**src/verilog/ex_defines.svh**
```systemverilog
`ifndef EX_DEFINES_SVH
`define EX_DEFINES_SVH

////////////////////////////////////////
// datapath widths
////////////////////////////////////////

// machine word
`define XLEN        64
// physical register tag
`define TAG_W       6

////////////////////////////////////////
// functional units
////////////////////////////////////////

`define NUM_FU      5
// multiplier pipe depth, holding reg is the last stage
`define MULT_STAGES 4

// unit index, higher index wins the cdb
`define FU_ALU0     0
`define FU_ALU1     1
`define FU_LS       2
`define FU_MULT     3
`define FU_BR       4

// marker words for an illegal opb select or alu function
`define OPB_POISON  64'hbaad_beef_dead_beef
`define ALU_POISON  64'hdead_beef_baad_beef

`endif
```
**src/verilog/ex_pkg.sv**
```systemverilog
`include "ex_defines.svh"

package ex_pkg;

  ////////////////////////////////////////
  // decode fields carried by the entry
  ////////////////////////////////////////

  // alu function codes, mulq only used by the multiplier
  typedef enum logic [4:0] {
    ALU_ADDQ, ALU_SUBQ, ALU_AND, ALU_BIC, ALU_BIS, ALU_ORNOT,
    ALU_XOR, ALU_EQV, ALU_SRL, ALU_SLL, ALU_SRA, ALU_MULQ,
    ALU_CMPULT, ALU_CMPEQ, ALU_CMPULE, ALU_CMPLT, ALU_CMPLE
  } alu_func_e;

  // operand a source
  typedef enum logic [1:0] {
    OPA_IS_REGA, OPA_IS_MEM_DISP, OPA_IS_NPC, OPA_IS_NOT3
  } opa_sel_e;

  // operand b source, code 3 is illegal
  typedef enum logic [1:0] {
    OPB_IS_REGB, OPB_IS_ALU_IMM, OPB_IS_BR_DISP
  } opb_sel_e;

  ////////////////////////////////////////
  // instruction word views
  ////////////////////////////////////////

  // memory format
  typedef struct packed {
    logic [5:0]  opcode;
    logic [4:0]  ra;
    logic [4:0]  rb;
    logic [15:0] disp;
  } mem_fmt_t;

  // branch format, opcode[2:0] is the condition code
  typedef struct packed {
    logic [5:0]  opcode;
    logic [4:0]  ra;
    logic [20:0] disp;
  } br_fmt_t;

  // operate format with literal
  typedef struct packed {
    logic [5:0] opcode;
    logic [4:0] ra;
    logic [7:0] lit;
    logic       lit_flag;
    logic [6:0] func;
    logic [4:0] rc;
  } op_fmt_t;

  typedef union packed {
    mem_fmt_t mem;
    br_fmt_t  br;
    op_fmt_t  op;
  } inst_word_u;

  ////////////////////////////////////////
  // entries and result buses
  ////////////////////////////////////////

  typedef struct packed {
    logic             valid;
    logic [`TAG_W-1:0] tag;
    logic [`XLEN-1:0] npc;
    inst_word_u       inst;
    opa_sel_e         opa_sel;
    opb_sel_e         opb_sel;
    alu_func_e        alu_func;
    logic             cond_branch;
    logic             uncond_branch;
  } rs_entry_t;

  typedef struct packed {
    logic              valid;
    logic [`TAG_W-1:0] tag;
    logic [`XLEN-1:0]  value;
  } cdb_t;

  typedef struct packed {
    logic              valid;
    logic [`TAG_W-1:0] tag;
    logic              taken;
    logic [`XLEN-1:0]  target;
  } br_out_t;

endpackage

```
**src/verilog/cdb_arbiter.sv**
```systemverilog
`timescale 1ns/1ps
`include "ex_defines.svh"

module cdb_arbiter (
  input  logic                         clock,
  input  logic                         rst_n,
  input  ex_pkg::cdb_t [`NUM_FU-1:0]   req,
  output logic         [`NUM_FU-1:0] grant,
  output ex_pkg::cdb_t                 cdb
);

  localparam int SEL_W = $clog2(`NUM_FU);

  logic [SEL_W-1:0]  sel;
  logic              any_req;
  logic              cdb_valid;
  logic [`TAG_W-1:0] cdb_tag;
  logic [`XLEN-1:0]  cdb_value;

  ////////////////////////////////////////
  // fixed priority, highest index wins
  ////////////////////////////////////////

  always_comb begin
    sel     = '0;
    any_req = 1'b0;
    // later hits override earlier ones
    for (int i = 0; i < `NUM_FU; i++) begin
      if (req[i].valid) begin
        sel     = SEL_W'(i);
        any_req = 1'b1;
      end
    end
    grant      = '0;
    grant[sel] = any_req;
  end

  // broadcast one edge after the grant
  always_ff @(posedge clock or negedge rst_n) begin
    if (!rst_n) begin
      cdb_valid <= 1'b0;
    end else begin
      cdb_valid <= any_req;
    end
  end

  always_ff @(posedge clock) begin
    if (any_req) begin
      cdb_tag   <= req[sel].tag;
      cdb_value <= req[sel].value;
    end
  end

  assign cdb = '{valid: cdb_valid, tag: cdb_tag, value: cdb_value};

endmodule

```
**config.mk**
```make
export PLATFORM = sky130hd
export DESIGN_NAME = cdb_arbiter
export DESIGN_NICKNAME = d
export VERILOG_FILES = /design/src/verilog/ex_pkg.sv /design/src/verilog/cdb_arbiter.sv
export VERILOG_INCLUDE_DIRS = /design/src /design/src/verilog
export SDC_FILE = /design/constraint.sdc
export NUM_CORES = 1
export LEC_CHECK = 0
export BUFFER_PORTS_ARGS = -buffer_cell sky130_fd_sc_hd__buf_2
export CAP_MARGIN = 15
export CORE_AREA = 10 10 160 162
export CTS_BUF_LIST = sky130_fd_sc_hd__clkbuf_4
export CTS_CLUSTER_SIZE = 10
export DETAILED_ROUTE_END_ITERATION = 6
export DIE_AREA = 0 0 170 172
export PLACE_DENSITY = 0.55
export SYNTH_ARGS = -nofsm -noshare
export SYNTH_HDL_FRONTEND = slang
export SYNTH_SLANG_ARGS = --single-unit
```
**constraint.sdc**
```tcl
create_clock -name clock -period 2.3 [get_ports clock]
set_input_delay 0.345 -clock clock [delete_from_list [all_inputs] [get_ports clock]]
set_output_delay 0.345 -clock clock [all_outputs]
set_load 0.01 [all_outputs]
```
==> impl_metrics.py <==
metrics = {
    "run_status": {
        "status": "complete, no violations",
    },
    "timing": {
        "hold_slack_ps": 169,
        "relSlewSlack_pct": 57.3,
        "rsz0062_at_grt": "false",
        "finalWorstSetupSlack_ps": 483,
        "fin_setup_tns_ps": 0,
        "tightest_slew_ps": 641,
        "setup_viol": 0,
        "clock.fmax_mhz": 550,
        "slew_violations": 0,
        "hold_viol_final": 0,
        "period_share_pct": 79.0,
        "fin_crit_ps": 1820,
    },
    "worst_setup_path": {
        "worstPathMaxFanout": 72,
        "cpPeakStageDelay_ps": 400,
        "critPathLaunchType": "primary input",
        "cpMaxStageDelayCell": "or3_4",
        "path_buf_inv": 3,
        "critPathRequiredTime_ps": 1960,
        "path_delay_family": "simple AND/OR/NAND/NOR gates",
        "end_kind": "output port",
        "arrival_ps": 1470,
        "crit_chain": "buf_6 -> or3_4 -> buf_12 -> nor3b_2 -> buf_2",
        "worstSetupPathType": "in2out",
        "crit_path_start": "req[354]",
    },
    "pwr": {
        "power_density_mw_per_mm2": 484,
        "p_leak_nw": 3.59,
        "vdd_drop_max_mv": 0.226,
    },
    "global_route": {
        "grt_pass1_wl_mm": 33.8,
        "grt_use_total_pct": 15.1,
        "grt_antenna_before_repair": 1,
        "grt_max_degree": 120,
        "overflow": 0,
        "grt_pass1_vias": 5757,
    },
    "clock_tree": {
        "numClockSinks": 71,
        "cts_tree": "done",
        "root_buffer": "clkbuf_4",
        "cts_setup_buffers": 0,
        "clk_pin_slew_ps": 140,
        "clk_path_buf_depth": 2,
        "numCtsBuffers": 9,
        "htreeDepth": 3,
    },
    "routing": {
        "firstDrtPassIters": 6,
        "ant_nets": 0,
        "wire_per_inst_microns": 21.2,
        "drt_iter0_drc": 246,
        "totalWireLength_mm": 23.5,
        "via_per_inst": 4.69,
        "drc_errors": 0,
        "vias": 5202,
    },
    "finish": {
        "fill_cells": 2316,
        "regArea_sq_mm": 0.00213,
        "final_core_util_pct": 33.9,
        "post_route_cells_drive_above_1_share_pct": 64.4,
        "nets": 1175,
        "multiInputGateArea_sq_mm": 0.00259,
        "area_delta_synth_final_pct": 52.5,
    },
    "place": {
        "place_ws_ps": 453,
        "gp_congestion": 0.886,
        "dp_hpwl_mm": 18.9,
        "portBuffers": 432,
    },
    "floorplanning": {
        "die_area_sq_mm": 0.0292,
        "die_width_microns": 170,
        "die_h_microns": 172,
        "core_sq_mm": 0.0224,
        "row_count": 55,
        "start_util_pct": 22.3,
        "num_io_pins": 433,
    },
    "run": {
        "drv_cap": 0,
    },
    "synth": {
        "ys.flop_type": "edfxtp_1",
        "syn_area_per_cell_sq_um": 12.1,
        "ys_ff_latch": 71,
        "synth_warnings": 0,
        "syn_nets": 767,
        "ys_seq_area_share_pct": 42.7,
        "synthCells": 410,
        "synth_top_cell_area_share_pct": 42.2,
        "synth.top_cells.by_count": "edfxtp_1, mux2i_1, a22oi_1, nand2_1, o221ai_2",
        "synth.area.top_cells": "edfxtp_1, o221ai_2, mux2i_1",
        "netlist_area_sq_mm": 0.00498,
        "synth_top_cell_by_area": "edfxtp_1",
        "synth-edff-count": 70,
        "ys_types": 21,
        "async_flop_share_pct": 1.41,
    },
    "worst_hold_path": {
        "worstHoldPathType": "in2reg",
        "worstHoldStart": "req[303]",
        "hold_path_end": "cdb_value[19]",
        "hold-path-cell-count": 3,
    },
}
-- cell type report --
type                       instances  share of cell area [%]
inverter                           1                  0.0495
clock inverter                     6                    1.10
antenna                            2                  0.0659
sequential                        71                    28.0
clock buffer                      10                   0.989
timing repair buffer             447                    30.9
multi-input combinational        288                    34.1
tap                              285                    4.70
-- registers in the layout, summed over array words and instances (netlist names) --
signal     flops
cdb_value     64
cdb_tag        6
cdb_valid      1
-- cells by family after synthesis --
logic type	synth area share, %
simple gates	6.49
buf+inv	5.58
compound gates	31.1
flops	42.7
mux	14.1
-- stage by stage --
stage	instance area, sq um	total power [mW]	std cells
floorplan	4980	2.19	410
CTS	7580	3.77	1108
global placement	7420	2.78	1091
detailed placement	7420	2.79	1091
global route	7590	3.92	1110
finish	7590	3.67	1110
-- worst max-delay path by stage --
stage	to	slack, ps	depth (start not counted)
after CTS	grant[0]	450	5
after detailed placement	grant[0]	450	5
final	grant[0]	480	5
after floorplan	cdb_tag[0]	360	4
after global placement	grant[0]	440	5
after global routing	grant[0]	420	5
-- cell usage in the layout, fill, tap and decap left out, drive strengths merged, types with 4 or more instances in the layout --
cell      n
nor2b     4
nand2    68
o221ai   68
clkbuf   10
mux2i    70
edfxtp   70
a22oi    68
buf     446
-- report_power, final --
group          internal (mW)  switching, mW
sequential              1.58         0.0423
combinational          0.543          0.569
clock                  0.450          0.491
-- per-layer routing --
layer  track usage (%)  routed length [microns]
met3              5.93                     2390
met5                 0                        0
met4              5.00                      440
met2              26.9                    12200
met1              15.9                     8520
-- tightest hold or removal path, stage by stage --
cell	delay, ps
buf_2	70
nand2_1	50
o221ai_2	50
-- what timing repair did --
item	CTS	global route
hold endpoints to repair	1	0
resized for setup	0	0
hold buffers	1	0
Note: power is estimated with default switching activity, not from simulation.
