**src/verilog/ex_defines.svh**
```systemverilog
`ifndef EX_DEFINES_SVH
`define EX_DEFINES_SVH

////////////////////////////////////////
// datapath widths
////////////////////////////////////////

// machine word
`define XLEN        64
// physical register tag
`define TAG_W       6

////////////////////////////////////////
// functional units
////////////////////////////////////////

`define NUM_FU      5
// multiplier pipe depth, holding reg is the last stage
`define MULT_STAGES 4

// unit index, higher index wins the cdb
`define FU_ALU0     0
`define FU_ALU1     1
`define FU_LS       2
`define FU_MULT     3
`define FU_BR       4

// marker words for an illegal opb select or alu function
`define OPB_POISON  64'hbaad_beef_dead_beef
`define ALU_POISON  64'hdead_beef_baad_beef

`endif
```
**src/verilog/ex_pkg.sv**
```systemverilog
`include "ex_defines.svh"

package ex_pkg;

  ////////////////////////////////////////
  // decode fields carried by the entry
  ////////////////////////////////////////

  // alu function codes, mulq only used by the multiplier
  typedef enum logic [4:0] {
    ALU_ADDQ, ALU_SUBQ, ALU_AND, ALU_BIC, ALU_BIS, ALU_ORNOT,
    ALU_XOR, ALU_EQV, ALU_SRL, ALU_SLL, ALU_SRA, ALU_MULQ,
    ALU_CMPULT, ALU_CMPEQ, ALU_CMPULE, ALU_CMPLT, ALU_CMPLE
  } alu_func_e;

  // operand a source
  typedef enum logic [1:0] {
    OPA_IS_REGA, OPA_IS_MEM_DISP, OPA_IS_NPC, OPA_IS_NOT3
  } opa_sel_e;

  // operand b source, code 3 is illegal
  typedef enum logic [1:0] {
    OPB_IS_REGB, OPB_IS_ALU_IMM, OPB_IS_BR_DISP
  } opb_sel_e;

  ////////////////////////////////////////
  // instruction word views
  ////////////////////////////////////////

  // memory format
  typedef struct packed {
    logic [5:0]  opcode;
    logic [4:0]  ra;
    logic [4:0]  rb;
    logic [15:0] disp;
  } mem_fmt_t;

  // branch format, opcode[2:0] is the condition code
  typedef struct packed {
    logic [5:0]  opcode;
    logic [4:0]  ra;
    logic [20:0] disp;
  } br_fmt_t;

  // operate format with literal
  typedef struct packed {
    logic [5:0] opcode;
    logic [4:0] ra;
    logic [7:0] lit;
    logic       lit_flag;
    logic [6:0] func;
    logic [4:0] rc;
  } op_fmt_t;

  typedef union packed {
    mem_fmt_t mem;
    br_fmt_t  br;
    op_fmt_t  op;
  } inst_word_u;

  ////////////////////////////////////////
  // entries and result buses
  ////////////////////////////////////////

  typedef struct packed {
    logic             valid;
    logic [`TAG_W-1:0] tag;
    logic [`XLEN-1:0] npc;
    inst_word_u       inst;
    opa_sel_e         opa_sel;
    opb_sel_e         opb_sel;
    alu_func_e        alu_func;
    logic             cond_branch;
    logic             uncond_branch;
  } rs_entry_t;

  typedef struct packed {
    logic              valid;
    logic [`TAG_W-1:0] tag;
    logic [`XLEN-1:0]  value;
  } cdb_t;

  typedef struct packed {
    logic              valid;
    logic [`TAG_W-1:0] tag;
    logic              taken;
    logic [`XLEN-1:0]  target;
  } br_out_t;

endpackage

```
**src/verilog/fu_branch.sv**
```systemverilog
`timescale 1ns/1ps
`include "ex_defines.svh"

module fu_branch (
  input  logic              clock,
  input  logic              rst_n,
  input  ex_pkg::rs_entry_t entry,
  input  logic [`XLEN-1:0]  opa_value,
  input  logic [`XLEN-1:0]  opb_value,
  input  logic              grant,
  output logic              ready,
  output ex_pkg::cdb_t      req_cdb,
  output ex_pkg::br_out_t   br_out
);

  logic [`XLEN-1:0]  opa;
  logic [`XLEN-1:0]  opb;
  logic [2:0]        cond_code;
  logic              base_cond;
  logic              taken;
  logic              accept;
  logic              hold_valid;
  logic [`TAG_W-1:0] hold_tag;
  logic [`XLEN-1:0]  hold_link;
  logic              br_valid;
  logic [`TAG_W-1:0] br_tag;
  logic              br_taken;
  logic [`XLEN-1:0]  br_target;

  // entry selects npc and br_disp for the target add
  operand_sel u_operand_sel (
    .entry     (entry),
    .opa_value (opa_value),
    .opb_value (opb_value),
    .opa       (opa),
    .opb       (opb)
  );

  ////////////////////////////////////////
  // condition on the raw rega value
  ////////////////////////////////////////

  assign cond_code = entry.inst.br.opcode[2:0];

  always_comb begin
    case (cond_code[1:0])
      2'b00:   base_cond = !opa_value[0];
      2'b01:   base_cond = opa_value == '0;
      2'b10:   base_cond = opa_value[`XLEN-1];
      default: base_cond = opa_value[`XLEN-1] || (opa_value == '0);
    endcase
  end

  // bit 2 flips the sense
  assign taken  = entry.uncond_branch || (entry.cond_branch && (base_cond ^ cond_code[2]));
  assign ready  = !hold_valid || grant;
  assign accept = entry.valid && ready;

  always_ff @(posedge clock or negedge rst_n) begin
    if (!rst_n) begin
      hold_valid <= 1'b0;
      br_valid   <= 1'b0;
    end else begin
      // branch port pulses once per issue
      br_valid <= accept;
      if (accept) begin
        hold_valid <= 1'b1;
      end else if (grant) begin
        hold_valid <= 1'b0;
      end
    end
  end

  always_ff @(posedge clock) begin
    if (accept) begin
      hold_tag  <= entry.tag;
      // link value goes out over the cdb
      hold_link <= entry.npc;
      br_tag    <= entry.tag;
      br_taken  <= taken;
      br_target <= opa + opb;
    end
  end

  assign req_cdb = '{valid: hold_valid, tag: hold_tag, value: hold_link};
  assign br_out  = '{valid: br_valid, tag: br_tag, taken: br_taken, target: br_target};

endmodule

```
**src/verilog/operand_sel.sv**
```systemverilog
`timescale 1ns/1ps
`include "ex_defines.svh"

module operand_sel (
  input  ex_pkg::rs_entry_t  entry,
  input  logic [`XLEN-1:0]   opa_value,
  input  logic [`XLEN-1:0]   opb_value,
  output logic [`XLEN-1:0]   opa,
  output logic [`XLEN-1:0]   opb
);

  logic [`XLEN-1:0] mem_disp;
  logic [`XLEN-1:0] br_disp;
  logic [`XLEN-1:0] alu_imm;

  ////////////////////////////////////////
  // immediates
  ////////////////////////////////////////

  // 16-bit memory displacement, sign extended
  assign mem_disp = {{(`XLEN-16){entry.inst.mem.disp[15]}}, entry.inst.mem.disp};

  // branch displacement in words, so times 4
  assign br_disp = {{(`XLEN-23){entry.inst.br.disp[20]}}, entry.inst.br.disp, 2'b00};

  // 8-bit operate literal, zero extended
  assign alu_imm = {{(`XLEN-8){1'b0}}, entry.inst.op.lit};

  ////////////////////////////////////////
  // operand muxes
  ////////////////////////////////////////

  // opa, all four codes legal
  always_comb begin
    case (entry.opa_sel)
      ex_pkg::OPA_IS_REGA:     opa = opa_value;
      ex_pkg::OPA_IS_MEM_DISP: opa = mem_disp;
      ex_pkg::OPA_IS_NPC:      opa = entry.npc;
      default:                 opa = ~`XLEN'(3);
    endcase
  end

  // opb, unused code shows up as poison
  always_comb begin
    case (entry.opb_sel)
      ex_pkg::OPB_IS_REGB:    opb = opb_value;
      ex_pkg::OPB_IS_ALU_IMM: opb = alu_imm;
      ex_pkg::OPB_IS_BR_DISP: opb = br_disp;
      default:                opb = `OPB_POISON;
    endcase
  end

endmodule

```
**config.mk**
```make
export PLATFORM = sky130hd
export DESIGN_NAME = fu_branch
export DESIGN_NICKNAME = d
export VERILOG_FILES = /design/src/verilog/ex_pkg.sv /design/src/verilog/fu_branch.sv /design/src/verilog/operand_sel.sv
export VERILOG_INCLUDE_DIRS = /design/src /design/src/verilog
export SDC_FILE = /design/constraint.sdc
export NUM_CORES = 1
export LEC_CHECK = 0
export BUFFER_PORTS_ARGS = -buffer_cell sky130_fd_sc_hd__buf_2
export CAP_MARGIN = 15
export CORE_AREA = 2 2 153 155
export CTS_CLUSTER_DIAMETER = 30
export DETAILED_ROUTE_END_ITERATION = 6
export DIE_AREA = 0 0 155 157
export PLACE_DENSITY_LB_ADDON = 0.15
export SETUP_SLACK_MARGIN = 0.15
export SYNTH_ARGS = -nofsm -noshare
export SYNTH_HDL_FRONTEND = slang
export SYNTH_SLANG_ARGS = --single-unit
```
**constraint.sdc**
```tcl
create_clock -name clock -period 6.15 [get_ports clock]
set_input_delay 1.23 -clock clock [delete_from_list [all_inputs] [get_ports clock]]
set_output_delay 1.23 -clock clock [all_outputs]
set_load 0.02 [all_outputs]
```
==> results of run 1 <==
-- final timing paths --
path                            startpoint             to  slack [ns]  cells after the start
worst min register to register  hold_valid     hold_valid        0.54                      2
worst max-delay path              entry[9]  br_target[60]        1.18                     15
max in group asynchronous            rst_n       br_valid        5.50                      1
worst max register to register  hold_valid  br_target[11]        4.05                      3
worst min-delay path            hold_valid     hold_valid        0.54                      2
min in group asynchronous            rst_n     hold_valid        0.56                      1
-- worst register-to-register path: stages (launching register included) --
cell	delay [ns]
dfrtp_1	0.38
nand2b_1	0.11
and2_4	0.53
buf_4	0.64
-- cell usage in the layout, fill, tap and decap left out, drive strengths merged, types with 3 or more instances in the layout --
master    count
a21oi        78
xor2         21
nor3         12
nand4        25
mux2         18
nor2         58
nand2        78
a2111oi       4
o211ai        9
buf         388
and2          6
nor4         16
o31ai         5
ha           63
o22a         18
o21a          5
nor2b         4
nand3         9
o2111ai       4
o22ai         5
o21ai       201
clkinvlp      4
clkbuf       17
o21bai       21
xnor2        39
a211oi        9
inv          31
edfxtp      135
a31oi         9
a311oi        3
and3          4
nand2b       11
a21o         73
mux2i         9
-- report_power, final --
part	internal, mW	switching, mW	leakage [nW]	total, mW
combinational	0.462	0.783	4.02	1.25
clock	0.531	0.486	0.263	1.02
sequential	1.17	0.0244	1.31	1.20
total	2.17	1.29	5.59	3.46
-- layer usage --
layer	wire length [um]	share of wire	vias to the layer above
li1	-	-	4724
met1	15000	0.42	4704
met5	16	0.00045	-
met3	2730	0.076	55
met2	17200	0.48	462
met4	889	0.025	2
-- registers in the layout (all words and copies together) (netlist names) --
register	count
hold_link	64
br_tag	6
br_taken	1
br_valid	1
br_target	64
hold_valid	1
-- logic make-up (layout without fill, tap and decap cells) --
kind of cell | Yosys count | count (layout) | share of synthesized area
other | 0 | 2 | 0
buffers and inverters | 106 | 442 | 0.0450
DFF | 137 | 137 | 0.405
muxes | 27 | 27 | 0.0289
xor gates and xnor gates | 60 | 60 | 0.0518
AOI/OAI and AO/OA | 456 | 456 | 0.285
and+or+nand+nor | 227 | 227 | 0.105
adders and majority gates | 64 | 64 | 0.0797
-- through the flow --
| stage | instance area, um2 | std cells |
|---|---|---|
| 3_5_place_dp | 12100 | 1666 |
| 6_report | 12700 | 1700 |
| 4_1_cts | 12700 | 1698 |
| 5_1_grt | 12700 | 1699 |
| 3_3_place_gp | 12100 | 1666 |
| 2_1_floorplan | 10100 | 1077 |
-- cell type report --
| type | instances | area, um2 | area share |
|---|---|---|---|
| multi-input cells | 834 | 5600 | 0.441 |
| diodes | 2 | 5.00 | 0.000395 |
| clock inverters | 15 | 133 | 0.0105 |
| well taps | 285 | 357 | 0.0281 |
| inverters | 22 | 82.6 | 0.00651 |
| repair buffers | 388 | 1980 | 0.156 |
| clock buffers | 17 | 425 | 0.0335 |
| flip-flops and latches | 137 | 4100 | 0.324 |
==> impl_metrics.ini, run 1 <==
[worst_setup_path]
worstSetupPathType = in -> reg
cp.required_ns = 6.32
crit_fanout = 33
worstPathCellList = buf_4, buf_4, mux2i_1, o22ai_1, ha_1, fa_1, a211oi_2, o21ai_2, o211ai_2, nand2_2, a2111oi_4, a2111oi_4, o31ai_4, o41ai_2, xor2_1
cpPeakStageDelay_ns = 0.54
end_kind = flip-flop
crit_arrival_ns = 5.14
cpLargestDelayFamily = compound AO/OA/AOI/OAI gates
cp_num_buf_inv = 2
cp-start-kind = input pin
slowest_stage = a2111oi_4

[logic_synthesis]
ys_warn_count = 0
synth_most_common_cell = o21ai_0
synth_area_um2 = 10100
syn-num-nets = 1386
syn_inst = 1077
avgSynthCellArea_um2 = 9.42
netlist.top_cell.by_area = edfxtp_1
seq_area_frac_synth = 0.405
async_reset_ff_frac = 0.0146
synth_edf_count = 135
synth_common_cells = o21ai_0 (191), edfxtp_1 (135), a21oi_1 (77), nand2_1 (77), a21o_1 (73)
synthFlopType = edfxtp_1
ys_ff_latch = 137
synth_cell_types = 67
netlist.area_leader.share = 0.400
synth.area.top_cells = edfxtp_1 (40%), o21ai_0 (9.4%), ha_1 (7.8%)

[layout]
final_util = 0.564
fin_nets = 1709
num-fill-cells = 2076
drive_above_1_share = 0.330
layout-area-overhead-vs-synth_pct = 25.0

[global_routing]
grt_remaining_overflow = 0
grtUsageTotal = 0.284
grt_pass1_wl_mm = 52.6
grt_util_met3 = 0.0567
grt-busiest-layer = met2
grt_max_degree = 77
grt_pass1_vias = 9410
antenna_found_initial = 2
use_met1 = 0.365
gr-usage-met2 = 0.480

[clock_network]
htree_levels = 4
tritoncts = yes
clkSinkCount = 137
cts_made_buffers = 17
cts_buffer_depth = 2
clockRootBuffer = clkbuf_16
ctsHoldBuffers = 0
cts_setup_buffers = 0
path_clk_slew_ns = 0.07
clkLatencyLatePin_ns = 0.43
cts.repair.resized = 0

[sta]
whs_ns = 0.537
drv_slew = 0
setup_viol = 0
tightest_slew_ns = 1.08
min_period_over_period = 0.808
setup_slack_ns = 1.18
fmax_ghz = 0.201
tns_ns = 0
slew_headroom = 0.276
finalClockSkew_ns = 0.00905
rsz0062_at_grt = no
hold_viol_final = 0
min_period_ns = 4.97

[flow_run]
maxCapViolations = 0

[die]
die_w_um = 155
die_h_um = 157
placementRows = 55
initial_core_util = 0.451
core_area_um2 = 22500
die-area_um2 = 24300
io-pin-count = 389

[detailed_routing]
ant_nets = 0
drt-total-wl_mm = 35.8
vias = 9947
dr.first_iter.drc_count = 713
wire_per_inst_um = 21.1
first_pass_iters = 5
drcViolationCount = 0
vias_per_cell = 5.85

[worst_hold_path]
hold_class = reg -> reg

[placed_design]
place_hpwl_mm = 28.1
io_buffers = 375
place_congestion = 0.926
dp_slack_ns = 0.803

[power_and_ir_drop]
leakage_nw = 5.59
ir_worst_vdd_mv = 0.167
finalPower_mw = 3.46
power_density_nw_per_um2 = 273

[outcome]
status = completed
No activity file was read; power rests on OpenSTA's default activity.
==> run 2, diff against run 1 <==
--- a/config.mk
+++ b/config.mk
@@ -6,12 +6,13 @@
 export SDC_FILE = /design/constraint.sdc
 export NUM_CORES = 1
 export LEC_CHECK = 0
+export ABC_AREA = 1
 export BUFFER_PORTS_ARGS = -buffer_cell sky130_fd_sc_hd__buf_2
 export CAP_MARGIN = 15
-export CORE_AREA = 2 2 153 155
+export CORE_MARGIN = 2
+export CORE_UTILIZATION = 48
 export CTS_CLUSTER_DIAMETER = 30
 export DETAILED_ROUTE_END_ITERATION = 6
-export DIE_AREA = 0 0 155 157
 export PLACE_DENSITY_LB_ADDON = 0.15
 export SETUP_SLACK_MARGIN = 0.15
 export SYNTH_ARGS = -nofsm -noshare
==> constraint.sdc (replaced) <==
create_clock -name clock -period 4.16 [get_ports clock]
set_input_delay 0.832 -clock clock [delete_from_list [all_inputs] [get_ports clock]]
set_output_delay 0.832 -clock clock [all_outputs]
set_load 0.02 [all_outputs]
==> run 2 against run 1 <==
Area after synthesis rose by 20%. Sequential cell count is the same. Wire length increased by 38%. Register-to-register slack got worse by 1.8 ns. Clock power increased by 54%. Worst hold slack worse by 0.37 ns. First-iteration DRC count increased to 2.6 times the previous value. Non-clock buffer count increased by 9. Sequential share of layout area down 5.2 points. Clock skew about the same.
==> impl_metrics.ini, run 2 <==
[outcome]
status = completed

[logic_synthesis]
netlist.top_cell.by_area = edfxtp_1
ys_warn_count = 0
synth_edf_count = 135
synth_cell_types = 31
avgSynthCellArea_um2 = 6.35
synth_common_cells = nand2_1 (844), inv_1 (368), edfxtp_1 (135)
synth_area_um2 = 12200
ys_ff_latch = 137
synthFlopType = edfxtp_1
syn-num-nets = 2224
synth_most_common_cell = nand2_1
seq_area_frac_synth = 0.338
synth.area.top_cells = edfxtp_1 (33%), nand2_1 (26%), inv_1 (11%)
syn_inst = 1915
async_reset_ff_frac = 0.0146
netlist.area_leader.share = 0.333

[layout]
num-fill-cells = 2422
final_util = 0.603
reg_top3 = br_target: 64 flops, hold_link: 64 flops, br_tag: 6 flops
fin_nets = 2597
drive_above_1_share = 0.203
layout-area-overhead-vs-synth_pct = 24.3
final_common_cell = nand2_1
final_cells = 2633
ff_latch_area_um2 = 4100
layout_common_cells = nand2_1 (844), buf_2 (375), inv_1 (368)
multiInputGateArea_um2 = 6490

[worst_setup_path]
cpLargestDelayFamily = compound AO/OA/AOI/OAI gates
path_common_cell = nand2_1
end_kind = flip-flop
crit_fanout = 26
cpPeakStageDelay_ns = 0.44
reg2reg_from = hold_valid
slowest_stage = o211ai_1
worstSetupPathType = in -> reg
cp.required_ns = 4.34
worstPathCellList = buf_2, nor2_2, inv_1, buf_12, o211ai_1, ha_1, nand2_1, inv_1, a21oi_1, nand2_1, inv_1, nand2_1, a21oi_1, nand2_1, nand2_1, nand2_1
crit_start = entry[10]
crit_arrival_ns = 3.53
cp_num_buf_inv = 5
cp-start-kind = input pin

[die]
die_h_um = 163
die-area_um2 = 26600
die_w_um = 163
placementRows = 58
initial_core_util = 0.486
core_area_um2 = 25000
io-pin-count = 389

[clock_network]
clkLatencyLatePin_ns = 0.44
path_clk_slew_ns = 0.07
ctsHoldBuffers = 0
cts_setup_buffers = 0
htree_levels = 4
tritoncts = yes
cts_buffer_depth = 2
clkSinkCount = 137
cts_made_buffers = 17
cts.repair.resized = 0
clockRootBuffer = clkbuf_16

[detailed_routing]
first_pass_iters = 6
drcViolationCount = 0
vias = 13700
ant_nets = 0
dr.first_iter.drc_count = 1846
drt-total-wl_mm = 49.3
wire_per_inst_um = 18.7
vias_per_cell = 5.22

[placed_design]
place_hpwl_mm = 41.0
io_buffers = 375
dp_slack_ns = 0.420
place_congestion = 1.02
dp.cells = 2599

[sta]
setup_viol = 0
hold_viol_final = 0
drv_slew = 0
min_period_over_period = 0.805
fmax_ghz = 0.299
tightest_slew_ns = 0.955
finalClockSkew_ns = 0.00924
rsz0062_at_grt = no
slew_headroom = 0.362
tns_ns = 0
min_period_ns = 3.35
setup_slack_ns = 0.813

[power_and_ir_drop]
ir_worst_vdd_mv = 0.242
swShare = 0.413
leakage_nw = 8.52
power_density_nw_per_um2 = 365
switching_power_mw = 2.28
pwr-share-clk = 0.284
power.share.sequential = 0.318
combPwrFrac = 0.399
p_int_mw = 3.24

[global_routing]
grt_remaining_overflow = 0
grt_pass1_vias = 12500
grt_max_degree = 50
antenna_found_initial = 2
grt_pass1_wl_mm = 71.1
grtUsageTotal = 0.362

[worst_hold_path]
hold_class = in -> async

[flow_run]
maxCapViolations = 0
==> run 2: cell type report <==
type | instances | share of cell area
Multi-Input combinational cell | 1364 | 0.429
Sequential cell | 137 | 0.272
Timing Repair Buffer | 397 | 0.142
Inverter | 371 | 0.0922
Clock buffer | 17 | 0.0282
Tap cell | 330 | 0.0273
Clock inverter | 15 | 0.00928
Antenna cell | 2 | 0.000331
==> run 2: per-layer routing <==
layer  up-vias  global-route usage  routed length, um
li1       6681                   -                  -
met1      6262               0.504              21000
met2       743               0.575              22200
met3        63              0.0665               4900
met4         0               0.103               1210
met5         -                   0                  0
==> run 2: final timing paths <==
kind / end / slack [ns] / depth (start not counted)
worst min-delay path: br_valid / 0.17 / 1
worst max register to register: br_target[56] / 2.23 / 2
max in group asynchronous: hold_valid / 3.89 / 1
worst min register to register: hold_valid / 0.63 / 2
min in group clock: br_tag[2] / 0.57 / 1
worst max-delay path: br_target[52] / 0.81 / 16
==> run 2: cells by family after synthesis <==
kind of cell,after synthesis,share of synthesized area
flip-flops,137,0.338
adder cells (fa/ha/maj),64,0.0665
XOR/XNOR,31,0.0223
buffers and inverters,414,0.131
AO/OA/AOI/OAI,131,0.0636
AND/OR/NAND/NOR,1138,0.379
==> run 2: power by group through the flow <==
stage / combinational (mW) / sequential [mW] / clock [mW]
5_1_grt: 2.40 / 1.76 / 1.63
3_5_place_dp: 2.14 / 1.78 / 0
4_1_cts: 2.16 / 1.75 / 1.58
3_3_place_gp: 2.13 / 1.78 / 0
2_1_floorplan: 1.17 / 1.97 / 0
6_report: 2.20 / 1.75 / 1.57
==> run 2: stage by stage <==
stage               instance area [um2]  hold WS (ns)  power (mW)
finish                            15100         0.170        5.52
CTS                               15100         0.155        5.49
detailed placement                14500         0.619        3.92
floorplan                         12200         0.536        3.14
global placement                  14500         0.553        3.91
global route                      15100         0.162        5.79
